--- src/hdl/rd_demux_pkg.sv ---
// shared bus field types for the read demux
// ids are 4 bits wide, and at most 4 target ports can be named by a select
package rd_demux_pkg;

  // --------------------------------------------------------------------------
  // field widths
  // --------------------------------------------------------------------------
  // port number width, so 4 target ports at most
  localparam int unsigned SelWidth = 2;
  // transaction id width
  localparam int unsigned IdWidth = 4;

  // names one target port
  typedef logic [SelWidth-1:0] sel_t;
  // transaction id, the low bits pick an in-flight counter
  typedef logic [IdWidth-1:0] id_t;
  // read address
  typedef logic [15:0] addr_t;
  // one read data word
  typedef logic [15:0] data_t;
  // burst length minus one
  typedef logic [3:0] len_t;

  // --------------------------------------------------------------------------
  // channel beats
  // --------------------------------------------------------------------------
  // one read request, 24 bits
  typedef struct packed {
    id_t   id;
    addr_t addr;
    len_t  len;
  } ar_beat_t;

  // one read data beat, 21 bits
  typedef struct packed {
    id_t   id;
    data_t data;
    logic  last;
  } r_beat_t;

endpackage

--- src/hdl/rd_id_tracker.sv ---
// in-flight counters indexed by the low LookBits bits of the id
// LookBits must not exceed the id width; a counter never wraps as full stalls pushes
`timescale 1ns/1ns

module rd_id_tracker #(
  parameter int unsigned LookBits = 2,
  parameter int unsigned CntWidth = 2
) (
  input  logic               clk_i,
  input  logic               rst_n_i,
  // lookup
  input  rd_demux_pkg::id_t  lookup_id_i,
  output rd_demux_pkg::sel_t lookup_sel_o,
  output logic               occupied_o,
  output logic               full_o,
  // push on each request transfer
  input  logic               push_i,
  input  rd_demux_pkg::id_t  push_id_i,
  input  rd_demux_pkg::sel_t push_sel_i,
  // pop on each last data beat
  input  logic               pop_i,
  input  rd_demux_pkg::id_t  pop_id_i
);

  localparam int unsigned NumCnt = 2**LookBits;

  typedef logic [CntWidth-1:0] cnt_t;
  typedef logic [LookBits-1:0] idx_t;

  cnt_t               cnt_q [NumCnt];
  rd_demux_pkg::sel_t sel_q [NumCnt];
  logic [NumCnt-1:0]  cnt_full;
  idx_t               lookup_idx;
  idx_t               push_idx;
  idx_t               pop_idx;

  // only the low id bits matter
  assign lookup_idx = lookup_id_i[LookBits-1:0];
  assign push_idx   = push_id_i[LookBits-1:0];
  assign pop_idx    = pop_id_i[LookBits-1:0];

  // --------------------------------------------------------------------------
  // lookup
  // --------------------------------------------------------------------------
  assign lookup_sel_o = sel_q[lookup_idx];
  assign occupied_o   = |cnt_q[lookup_idx];
  // any saturated counter blocks every new request
  assign full_o       = |cnt_full;

  // --------------------------------------------------------------------------
  // counters
  // --------------------------------------------------------------------------
  for (genvar i = 0; i < NumCnt; i++) begin : gen_cnt
    logic push_hit;
    logic pop_hit;

    assign push_hit    = push_i && (push_idx == idx_t'(i));
    assign pop_hit     = pop_i && (pop_idx == idx_t'(i));
    assign cnt_full[i] = &cnt_q[i];

    // push and pop together leave the count as it is
    always_ff @(posedge clk_i or negedge rst_n_i) begin
      if (!rst_n_i) begin
        cnt_q[i] <= '0;
      end else if (push_hit && !pop_hit) begin
        cnt_q[i] <= cnt_q[i] + cnt_t'(1);
      end else if (pop_hit && !push_hit) begin
        cnt_q[i] <= cnt_q[i] - cnt_t'(1);
      end
    end

    // port of the latest push, only meaningful while the count is non-zero
    always_ff @(posedge clk_i) begin
      if (push_hit) begin
        sel_q[i] <= push_sel_i;
      end
    end
  end

endmodule

--- src/hdl/ar_router.sv ---
// steers read requests to one target port, combinational in both directions
// a select at or above NumPorts is never served, the request then waits forever
`timescale 1ns/1ns

module ar_router #(
  parameter int unsigned NumPorts = 3
) (
  input  logic                     clk_i,
  input  logic                     rst_n_i,
  // requester side
  input  rd_demux_pkg::ar_beat_t   ar_i,
  input  rd_demux_pkg::sel_t       ar_sel_i,
  input  logic                     ar_valid_i,
  output logic                     ar_ready_o,
  // target side
  output rd_demux_pkg::ar_beat_t   port_ar_o,
  output logic [NumPorts-1:0]      port_ar_valid_o,
  input  logic [NumPorts-1:0]      port_ar_ready_i,
  // id tracker
  output rd_demux_pkg::id_t        lookup_id_o,
  input  rd_demux_pkg::sel_t       lookup_sel_i,
  input  logic                     occupied_i,
  input  logic                     full_i,
  output logic                     push_o,
  output rd_demux_pkg::id_t        push_id_o,
  output rd_demux_pkg::sel_t       push_sel_o
);

  // locked holds the port valid after an offer without ready
  typedef enum logic {
    idle,
    locked
  } state_e;

  state_e state_q;
  state_e state_d;
  logic   may_pass;
  logic   offer;
  logic   sel_ready;

  // --------------------------------------------------------------------------
  // ordering check
  // --------------------------------------------------------------------------
  assign lookup_id_o = ar_i.id;
  // same id may only follow to the port it already went to
  assign may_pass = !full_i && (!occupied_i || (lookup_sel_i == ar_sel_i));
  // once offered, the valid stays up whatever the tracker says
  assign offer = (state_q == locked) || (ar_valid_i && may_pass);

  // --------------------------------------------------------------------------
  // steering
  // --------------------------------------------------------------------------
  assign port_ar_o = ar_i;

  always_comb begin
    port_ar_valid_o = '0;
    sel_ready       = 1'b0;
    for (int unsigned i = 0; i < NumPorts; i++) begin
      if (ar_sel_i == rd_demux_pkg::sel_t'(i)) begin
        port_ar_valid_o[i] = offer;
        sel_ready          = port_ar_ready_i[i];
      end
    end
  end

  assign ar_ready_o = offer && sel_ready;

  // tracker records every completed request
  assign push_o     = ar_valid_i && ar_ready_o;
  assign push_id_o  = ar_i.id;
  assign push_sel_o = ar_sel_i;

  // --------------------------------------------------------------------------
  // valid lock
  // --------------------------------------------------------------------------
  always_comb begin
    state_d = state_q;
    case (state_q)
      idle: begin
        // offered but the target is not ready yet
        if (offer && !sel_ready) begin
          state_d = locked;
        end
      end
      locked: begin
        if (sel_ready) begin
          state_d = idle;
        end
      end
      default: state_d = idle;
    endcase
  end

  always_ff @(posedge clk_i or negedge rst_n_i) begin
    if (!rst_n_i) begin
      state_q <= idle;
    end else begin
      state_q <= state_d;
    end
  end

endmodule

--- src/hdl/r_arbiter.sv ---
// round-robin merge of read data bursts, bursts never interleave
// the grant is held from the first offered beat until the last beat transfers
`timescale 1ns/1ns

module r_arbiter #(
  parameter int unsigned NumPorts = 3
) (
  input  logic                                 clk_i,
  input  logic                                 rst_n_i,
  // target side
  input  rd_demux_pkg::r_beat_t [NumPorts-1:0] port_r_i,
  input  logic [NumPorts-1:0]                  port_r_valid_i,
  output logic [NumPorts-1:0]                  port_r_ready_o,
  // requester side
  output rd_demux_pkg::r_beat_t                r_o,
  output logic                                 r_valid_o,
  input  logic                                 r_ready_i,
  // id tracker
  output logic                                 pop_o,
  output rd_demux_pkg::id_t                    pop_id_o
);

  rd_demux_pkg::sel_t prio_q;
  rd_demux_pkg::sel_t gnt_idx_q;
  rd_demux_pkg::sel_t sel_idx;
  logic               lock_q;
  logic               found;
  logic               last_xfer;

  // --------------------------------------------------------------------------
  // grant selection
  // --------------------------------------------------------------------------
  always_comb begin
    int unsigned cand;
    sel_idx = gnt_idx_q;
    found   = 1'b0;
    cand    = 0;
    // search starts one past the previous winner
    if (!lock_q) begin
      for (int unsigned off = 1; off <= NumPorts; off++) begin
        cand = (int'(prio_q) + off) % NumPorts;
        if (!found && port_r_valid_i[cand]) begin
          found   = 1'b1;
          sel_idx = rd_demux_pkg::sel_t'(cand);
        end
      end
    end
  end

  // --------------------------------------------------------------------------
  // data path and handshake
  // --------------------------------------------------------------------------
  assign r_o       = port_r_i[sel_idx];
  assign r_valid_o = port_r_valid_i[sel_idx];

  // back-pressure only reaches the granted port
  always_comb begin
    port_r_ready_o          = '0;
    port_r_ready_o[sel_idx] = r_valid_o && r_ready_i;
  end

  assign last_xfer = r_valid_o && r_ready_i && r_o.last;
  assign pop_o     = last_xfer;
  assign pop_id_o  = r_o.id;

  // --------------------------------------------------------------------------
  // grant lock and round-robin pointer
  // --------------------------------------------------------------------------
  always_ff @(posedge clk_i or negedge rst_n_i) begin
    if (!rst_n_i) begin
      lock_q    <= 1'b0;
      gnt_idx_q <= '0;
      // port 0 has the first turn
      prio_q    <= rd_demux_pkg::sel_t'(NumPorts - 1);
    end else begin
      if (last_xfer) begin
        lock_q <= 1'b0;
        prio_q <= sel_idx;
      end else if (r_valid_o) begin
        lock_q <= 1'b1;
      end
      // freeze the winner on its first offered beat
      if (!lock_q && found) begin
        gnt_idx_q <= sel_idx;
      end
    end
  end

endmodule

--- src/hdl/rd_demux_top.sv ---
// read half of a one-to-many demux, 0-cycle latency on request and data paths
// NumPorts 2 to 4; requests with one id stay on one port while in flight
`timescale 1ns/1ns

module rd_demux_top #(
  parameter int unsigned NumPorts = 3,
  parameter int unsigned LookBits = 2,
  parameter int unsigned CntWidth = 2
) (
  input  logic                                 clk_i,
  input  logic                                 rst_n_i,
  // requester read request
  input  rd_demux_pkg::ar_beat_t               ar_i,
  input  rd_demux_pkg::sel_t                   ar_sel_i,
  input  logic                                 ar_valid_i,
  output logic                                 ar_ready_o,
  // target read requests
  output rd_demux_pkg::ar_beat_t               port_ar_o,
  output logic [NumPorts-1:0]                  port_ar_valid_o,
  input  logic [NumPorts-1:0]                  port_ar_ready_i,
  // target read data
  input  rd_demux_pkg::r_beat_t [NumPorts-1:0] port_r_i,
  input  logic [NumPorts-1:0]                  port_r_valid_i,
  output logic [NumPorts-1:0]                  port_r_ready_o,
  // requester read data
  output rd_demux_pkg::r_beat_t                r_o,
  output logic                                 r_valid_o,
  input  logic                                 r_ready_i
);

  // tracker lookup
  rd_demux_pkg::id_t  lookup_id;
  rd_demux_pkg::sel_t lookup_sel;
  logic               occupied;
  logic               full;
  // tracker updates
  logic               push;
  rd_demux_pkg::id_t  push_id;
  rd_demux_pkg::sel_t push_sel;
  logic               pop;
  rd_demux_pkg::id_t  pop_id;

  ar_router #(
    .NumPorts(NumPorts)
  ) i_ar_router (
    .clk_i          (clk_i),
    .rst_n_i        (rst_n_i),
    .ar_i           (ar_i),
    .ar_sel_i       (ar_sel_i),
    .ar_valid_i     (ar_valid_i),
    .ar_ready_o     (ar_ready_o),
    .port_ar_o      (port_ar_o),
    .port_ar_valid_o(port_ar_valid_o),
    .port_ar_ready_i(port_ar_ready_i),
    .lookup_id_o    (lookup_id),
    .lookup_sel_i   (lookup_sel),
    .occupied_i     (occupied),
    .full_i         (full),
    .push_o         (push),
    .push_id_o      (push_id),
    .push_sel_o     (push_sel)
  );

  rd_id_tracker #(
    .LookBits(LookBits),
    .CntWidth(CntWidth)
  ) i_rd_id_tracker (
    .clk_i       (clk_i),
    .rst_n_i     (rst_n_i),
    .lookup_id_i (lookup_id),
    .lookup_sel_o(lookup_sel),
    .occupied_o  (occupied),
    .full_o      (full),
    .push_i      (push),
    .push_id_i   (push_id),
    .push_sel_i  (push_sel),
    .pop_i       (pop),
    .pop_id_i    (pop_id)
  );

  r_arbiter #(
    .NumPorts(NumPorts)
  ) i_r_arbiter (
    .clk_i         (clk_i),
    .rst_n_i       (rst_n_i),
    .port_r_i      (port_r_i),
    .port_r_valid_i(port_r_valid_i),
    .port_r_ready_o(port_r_ready_o),
    .r_o           (r_o),
    .r_valid_o     (r_valid_o),
    .r_ready_i     (r_ready_i),
    .pop_o         (pop),
    .pop_id_o      (pop_id)
  );

endmodule

--- config.mk ---
export PLATFORM = sky130hd
export DESIGN_NAME = rd_demux_top
export DESIGN_NICKNAME = d
export VERILOG_FILES = /design/src/hdl/rd_demux_pkg.sv /design/src/hdl/rd_id_tracker.sv /design/src/hdl/ar_router.sv /design/src/hdl/r_arbiter.sv /design/src/hdl/rd_demux_top.sv
export SDC_FILE = /design/constraint.sdc
export NUM_CORES = 1
export LEC_CHECK = 0
export BUFFER_PORTS_ARGS = -buffer_cell sky130_fd_sc_hd__buf_2
export CORE_MARGIN = 10
export CORE_UTILIZATION = 43
export DETAILED_ROUTE_END_ITERATION = 10
export PLACE_DENSITY = 0.83
export RECOVER_POWER = 100
export SYNTH_ARGS = -nofsm -noshare
export SYNTH_HDL_FRONTEND = slang
export SYNTH_SLANG_ARGS = --single-unit
--- constraint.sdc ---
create_clock -name clk_i -period 4.4 [get_ports clk_i]
set_input_delay 0.66 -clock clk_i [delete_from_list [all_inputs] [get_ports clk_i]]
set_output_delay 0.66 -clock clk_i [all_outputs]
set_load 0.02 [all_outputs]
==> metrics, run 1 <==
outcome finished, final reports clean; Clock Latency Late Sink 250 ps; largest area contributor in the netlist dfrtp_1; Avg WL per Cell 15.8 um; crit path kind register to output port; share of cells above drive strength 1 0.298; clk_skew 2.62 ps; buffer depth of the longest clock path 2; TritonCTS clock tree yes; # clock sinks 22; post-cts resize count 0; RePlAce Congestion 0.892; post-layout min period 4070 ps; mapped cell area 0.00226 mm^2; max cap viols 0; Yosys cell types 56; mean post-synth cell area 8.88 um^2; die height 92.6 um; worst r2r path cells 12; most common cell after layout, fill and taps aside buf_2; synthesis-to-layout area growth 16.9%; die area 0.00857 mm^2; I/O pin total 152; Async S/R FF share, synth 0.636; DRT iter0 DRCs 70; Fmax 246 MHz; Inserted Clock Buffers 3; DRC viols 0; Slew Limit Fails 0; net count after synthesis 362; via count 2107; RSZ-0062 raised after global routing no; final hold vios 0; most frequent cells in the layout 78 x buf_2, 27 x nand2_1, 26 x clkbuf_1; final std cell area, no fill 0.00265 mm^2; Post-synth EDFFs 8; fillers 508; Cell Area, Placed 0.00266 mm^2; vias per cell 5.24; sequential area share after synthesis 0.261; setup_tns 0 ps; Arrival @ worst endpoint 3410 ps; Synth Register Bits 22; top_reg_cell synth dfrtp_1; flop2flop setup slack 340 ps; Worst-path clk slew 70 ps; number of global-route vias before repair 2297; first-pass GRT wire length 10600 um; setup repair bufs after CTS 0; Nets 440; ANT cells 0; Max FO, Critical Path 14; Yosys top cell area share 0.144; Clock Tree Root clkbuf_8; post-DP HPWL 5420 um; initial antenna violation count 0; antenna-violating nets left 0; period utilization 0.924; DRT Wirelength 6360 um; crit path launch type register; Reg-to-Reg End i_rd_id_tracker.cnt_q[3]; GRT Total Usage 0.144; number of cells produced by synthesis 255; Worst VDD drop 0.000579 V; hold_buf cts 0; worst endpoint required time 3740 ps; H-Tree Depth 1; largest net degree at the start of global routing 22; Synth area leaders dfrtp_1 14%, mux2i_1 11%, edfxtp_1 11%, buf_4 8.3%, o21ai_0 5.3%; Hold Path Class input pin to async pin; Pwr Density 802 mW/mm^2; Reg-to-Reg Start i_r_arbiter.prio_q[1]; DR pass1 iterations 6; final setup fails 0; Rel. slew slack 0.506; PortBufs 107; Die Width 92.6 um; Core Footprint 0.00511 mm^2; CP Capture Type output port; worst-margin pin slew 740 ps; Placement Rows 26; Synth Warn # 0; GR Overflow Total 0; Initial Utilization 0.443; Leakage Power 1.23 nW
-- per-layer routing --
metal,vias up,global-route usage,wire (um)
met5,-,0,0
met4,0,0.0566,138
met3,16,0.0299,403
met2,82,0.260,3350
met1,960,0.162,2470
li1,1049,-,-
-- worst max path at each step --
stage	cells after the start	slack, ps	to	from
2_1_floorplan	9	1040	r_o[10]	i_r_arbiter.prio_q[1]
3_3_place_gp	9	700	r_o[18]	i_r_arbiter.prio_q[1]
3_5_place_dp	9	640	r_o[18]	i_r_arbiter.prio_q[1]
4_1_cts	9	340	r_o[18]	i_r_arbiter.prio_q[1]
5_1_grt	9	70	r_o[14]	i_r_arbiter.prio_q[1]
6_report	9	330	r_o[10]	i_r_arbiter.prio_q[1]
-- synthesized netlist by cell type, types with 2 or more instances --
cell / instances
and2_1: 2
mux2i_1: 24
a21o_1: 2
clkbuf_1: 4
nand4_1: 2
buf_2: 7
buf_4: 25
inv_1: 12
nand2_1: 27
nand3_1: 8
dfrtp_1: 13
ha_1: 8
nand2b_1: 5
o22ai_2: 2
o21ai_0: 24
xor2_1: 10
mux4_2: 2
edfxtp_1: 8
nor3_1: 5
nor2_1: 14
xnor2_1: 4
nor3b_1: 3
a211oi_1: 2
nand3b_1: 5
a21oi_1: 5
a2bb2oi_1: 2
-- where the power goes --
group	switching, mW	total [mW]	internal (mW)	leakage [nW]
clock	0.0600	0.122	0.0621	0.0231
combinational	1.04	1.65	0.605	0.966
sequential	0.0713	0.352	0.281	0.239
-- stage by stage --
stage	hold WS (ps)	cells	worst slack (ps)	power [mW]	utilization
3_5_place_dp	488	398	638	2.07	0.521
5_1_grt	503	402	73.7	2.32	0.518
2_1_floorplan	364	255	1040	1.66	-
6_report	436	402	334	2.12	0.518
4_1_cts	300	402	343	2.20	0.530
3_3_place_gp	481	398	699	2.06	0.521
-- layout make-up --
cell class                      count  area, um^2  share of cell area
Multi-Input combinational cell    184        1350               0.511
Sequential cell                    22         592               0.224
Clock inverter                      1        3.75             0.00142
Timing Repair Buffer              110         523               0.198
Inverter                           12        45.0              0.0170
Clock buffer                        3        41.3              0.0156
Tap cell                           70        87.6              0.0331
-- cell families after synthesis --
kind of cell | synth area share
mux | 0.133
buf+inv | 0.130
fa+ha+maj | 0.0442
compound gates | 0.213
xor+xnor | 0.0542
flops | 0.261
simple gates | 0.165
-- sequential cells by signal, indices dropped and copies added, names as in the netlist --
name	flops
i_rd_id_tracker.cnt_q	8
i_rd_id_tracker.sel_q	8
i_r_arbiter.gnt_idx_q	2
i_r_arbiter.lock_q	1
i_r_arbiter.prio_q	2
i_ar_router.state_q	1
-- worst max-delay path, stage by stage, from the launching register on --
cell and delay (ps):
dfstp_1 570, ha_1 370, mux2_4 340, a21boi_2 240
a311oi_4 150, o22ai_2 580, buf_4 380, mux2i_1 100
o21ai_0 170, clkbuf_1 260
(Power assumes the default switching activity.)
==> inputs of run 2 (changes only) <==
--- a/config.mk
+++ b/config.mk
@@ -5,11 +5,11 @@
 export SDC_FILE = /design/constraint.sdc
 export NUM_CORES = 1
 export LEC_CHECK = 0
-export BUFFER_PORTS_ARGS = -buffer_cell sky130_fd_sc_hd__buf_2
 export CORE_MARGIN = 10
-export CORE_UTILIZATION = 43
+export CORE_UTILIZATION = 45
 export DETAILED_ROUTE_END_ITERATION = 10
-export PLACE_DENSITY = 0.83
+export DONT_BUFFER_PORTS = 1
+export PLACE_DENSITY = 0.61
 export RECOVER_POWER = 100
 export SYNTH_ARGS = -nofsm -noshare
 export SYNTH_HDL_FRONTEND = slang
==> metrics, run 2 (synthesized netlist as in run 1, its figures left out) <==
I/O pin total 152; GRT Total Usage 0.144; Max FO, Critical Path 18; DR pass1 iterations 4; largest registers i_rd_id_tracker.cnt_q x8, i_rd_id_tracker.sel_q x8; Die Width 90.9 um; Multi-input gate area 0.00135 mm^2; fillers 477; crit path launch type register; crit path kind register to output port; hold_buf cts 0; period utilization 0.942; final hold vios 0; Worst VDD drop 0.000415 V; cell internal pwr 939 uW; placed cells 299; ANT cells 0; number of global-route vias before repair 1938; Pwr Density 948 mW/mm^2; Inserted Clock Buffers 3; antenna-violating nets left 0; Nets 344; RSZ-0062 raised after global routing no; metal2 WL 3410 um; PortBufs 0; Placement Rows 25; initial antenna violation count 0; RePlAce Congestion 0.850; Initial Utilization 0.473; flop2flop setup slack 360 ps; Clock power frac 0.088; Rel. slew slack 0.423; DRC viols 0; Logic pwr share 0.742; Seq pwr share 0.170; via count 1802; Slew Limit Fails 0; post-layout min period 4140 ps; post-cts resize count 0; die area 0.00827 mm^2; most common cell after layout, fill and taps aside nand2_1; Sw Pwr 1.16 mW; buffer depth of the longest clock path 2; metal3 WL 444 um; CP Capture Type output port; clk_skew 2.54 ps; DRT iter0 DRCs 112; Core Footprint 0.00479 mm^2; TritonCTS clock tree yes; final setup fails 0; worst-margin pin slew 856 ps; Hold WS 86.2 ps; Clock Latency Late Sink 260 ps; share of cells above drive strength 1 0.0847; first-pass GRT wire length 10100 um; DRT Wirelength 6430 um; post-DP HPWL 5350 um; switching power share of the total 0.552; setup_tns 0 ps; Metal-1 WL 2460 um; final core occ 0.462; Avg WL per Cell 21.2 um; Layout Cells excl Fill 303; # clock sinks 22; max cap viols 0; setup repair bufs after CTS 0; GR Overflow Total 0; Worst-path clk slew 80 ps; FF/Latch Area 592 um^2; outcome finished, final reports clean; worst setup path start i_r_arbiter.prio_q[1]; worst endpoint required time 3740 ps; Crit-path slowest cell dfstp_2; Leakage Power 0.901 nW; largest net degree at the start of global routing 22; CP peak stage delay 570 ps; Pwr Total 2.10 mW; Fmax 241 MHz; Arrival @ worst endpoint 3480 ps; synthesis-to-layout area growth -2.32%; Hold Path Class input pin to async pin; H-Tree Depth 1; cells along the critical path ha_1 -> mux2_4 -> a21boi_2 -> a311oi_4 -> o22ai_4 -> buf_4 -> mux2i_1 -> o21ai_0; Reg-to-Reg Start i_r_arbiter.prio_q[1]; Clock Tree Root clkbuf_8; die height 90.9 um; top sig layer met4; most frequent cells in the layout 27 x nand2_1, 24 x mux2i_1, 24 x o21ai_0; vias per cell 5.95
[run 2: routing by layer]
layer  GRT usage  vias up
li1            -      856
met1       0.154      847
met2       0.270       83
met3      0.0374       16
met4      0.0418        0
met5           0        -
[run 2: layout make-up]
cell class,instances,share of cell area
multi-input cells,184,0.612
flip-flops and latches,22,0.268
clock inverters,1,0.0136
clock buffers,3,0.0187
inverters,12,0.0204
well taps,67,0.0379
repair buffers,14,0.0294
[run 2: worst paths after layout]
check / endpoint / cells after the start
hold reg to reg: i_rd_id_tracker.cnt_q[3] / 1
setup reg to reg: i_rd_id_tracker.cnt_q[3] / 14
max in group asynchronous: i_r_arbiter.prio_q[1] / 0
setup / recovery: r_o[6] / 8
hold / removal: i_rd_id_tracker.cnt_q[5] / 0
min in group clk_i: i_rd_id_tracker.cnt_q[3] / 1
[run 2: power by group through the flow]
| stage | Combinational, mW | Sequential (mW) | Clock (mW) |
|---|---|---|---|
| 2_1_floorplan | 1.32 | 0.340 | 0 |
| 3_3_place_gp | 1.66 | 0.357 | 0 |
| 3_5_place_dp | 1.67 | 0.360 | 0 |
| 4_1_cts | 1.68 | 0.356 | 0.188 |
| 5_1_grt | 1.71 | 0.367 | 0.196 |
| 6_report | 1.55 | 0.357 | 0.185 |
[run 2: worst max-delay path, delay by kind of cell, from the launching register on]
| kind | cells | cell delay [ps] |
|---|---|---|
| buf+inv | 1 | 330 |
| fa+ha+maj | 1 | 370 |
| compound gates | 4 | 1510 |
| mux | 2 | 440 |
| flops | 1 | 570 |
[run 2: per-stage QoR]
stage | cell area [um^2] | setup slack (ps)
CTS | 2280 | 261
floorplan | 2260 | 1040
finish | 2210 | 257
detailed placement | 2210 | 554
global route | 2210 | 36.2
global placement | 2210 | 614
==> inputs of run 3 (changes only) <==
--- a/config.mk
+++ b/config.mk
@@ -11,6 +11,8 @@
 export DONT_BUFFER_PORTS = 1
 export PLACE_DENSITY = 0.61
 export RECOVER_POWER = 100
+export REMOVE_ABC_BUFFERS = 1
+export SKIP_LAST_GASP = 1
 export SYNTH_ARGS = -nofsm -noshare
 export SYNTH_HDL_FRONTEND = slang
 export SYNTH_SLANG_ARGS = --single-unit
==> metrics, run 3 (synthesized netlist as in run 1, its figures left out) <==
first-pass GRT wire length 10300 um; DRT Wirelength 6790 um; most frequent cells in the layout 27 x nand2_1, 24 x mux2i_1, 24 x o21ai_0; max cap viols 0; Max FO, Critical Path 14; Layout Cells excl Fill 311; Inserted Clock Buffers 3; Worst VDD drop 0.000694 V; Clock Tree Root clkbuf_8; DRC viols 0; Arrival @ worst endpoint 3360 ps; post-cts resize count 0; RePlAce Congestion 0.878; number of global-route vias before repair 1858; Pwr Density 956 mW/mm^2; # clock sinks 22; Core Footprint 0.00479 mm^2; Reg-to-Reg End i_rd_id_tracker.cnt_q[7]; most common cell after layout, fill and taps aside nand2_1; GR Overflow Total 0; clk_skew 2.22 ps; Placement Rows 25; Reg-to-Reg Start i_r_arbiter.prio_q[1]; crit path launch type register; initial antenna violation count 0; CP Capture Type output port; setup_tns 0 ps; H-Tree Depth 1; ANT cells 0; Slew Limit Fails 0; die area 0.00827 mm^2; post-DP HPWL 5710 um; PortBufs 0; DRT iter0 DRCs 87; Clock Latency Late Sink 270 ps; antenna-violating nets left 0; share of cells above drive strength 1 0.102; cell internal pwr 1.01 mW; period utilization 0.913; Hold Path Class input pin to async pin; GRT Total Usage 0.153; final core occ 0.475; Rel. slew slack 0.433; final std cell area, no fill 0.00227 mm^2; Initial Utilization 0.473; Cell Area, Placed 0.00226 mm^2; DR pass1 iterations 4; setup repair bufs after CTS 0; RSZ-0062 raised after global routing no; via count 1863; worst endpoint required time 3740 ps; Seq pwr share 0.162; flop2flop setup slack 570 ps; I/O pin total 152; Die Width 90.9 um; TritonCTS clock tree yes; synthesis-to-layout area growth 0.497%; worst r2r path cells 13; worst-margin pin slew 842 ps; post-layout min period 4020 ps; largest net degree at the start of global routing 22; final setup fails 0; Sw Pwr 1.17 mW; Avg WL per Cell 21.8 um; die height 90.9 um; Nets 352; hold_buf cts 0; outcome finished, final reports clean; Fmax 249 MHz; buffer depth of the longest clock path 2; Leakage Power 0.933 nW; Worst-path clk slew 80 ps; largest registers i_rd_id_tracker.cnt_q x8, i_rd_id_tracker.sel_q x8; switching power share of the total 0.538; vias per cell 5.99; Logic pwr share 0.752; final hold vios 0; worst setup path start i_r_arbiter.prio_q[1]; crit path kind register to output port; Clock power frac 0.087; placed cells 307
run 3: layer usage:
layer  global-route usage  vias up  wire length (um)
li1                     -      871                 -
met1                0.165      872              2470
met2                0.218      109              3020
met3                0.126        9              1140
met4               0.0405        2                91
met5               0.0595        -                70
run 3: worst max-delay path: stages (launching register included):
cell and delay, ps:
dfstp_1 580, inv_1 80, ha_1 290, mux2i_1 190, o22ai_1 520, a311oi_4 80
o22ai_2 280, buf_4 300, buf_4 240, mux2i_1 90, o21ai_0 160, clkbuf_1 270
run 3: power by group through the flow:
stage | logic, mW | clock network, mW | registers (mW)
final | 1.64 | 0.188 | 0.352
after global routing | 1.79 | 0.199 | 0.363
after CTS | 1.76 | 0.190 | 0.354
after detailed placement | 1.75 | 0 | 0.358
after global placement | 1.73 | 0 | 0.357
after floorplan | 1.24 | 0 | 0.340
run 3: cell type report:
cell class                 count  area [um^2]
clock buffer                   3         41.3
tap                           67         83.8
sequential                    22          592
clock inverter                 1         30.0
timing repair buffer          22          120
inverter                      12         45.0
fill                         484         2510
multi-input combinational    184         1360
run 3: stage by stage:
step,worst slack (ps),power (mW),hold WS [ps]
final,383,2.18,78.9
after global placement,875,2.09,365
after detailed placement,783,2.11,365
after CTS,539,2.30,75.5
after floorplan,493,1.58,364
after global routing,163,2.35,65.9
run 3: worst max-delay path by stage:
stage / end / slack [ps] / cells past startpoint
after CTS: r_o[12] / 540 / 10
after detailed placement: i_rd_id_tracker.cnt_q[7] / 780 / 13
final: r_o[12] / 380 / 11
after global routing: r_o[10] / 160 / 11
after global placement: i_rd_id_tracker.cnt_q[3] / 880 / 13
after floorplan: r_o[0] / 490 / 7
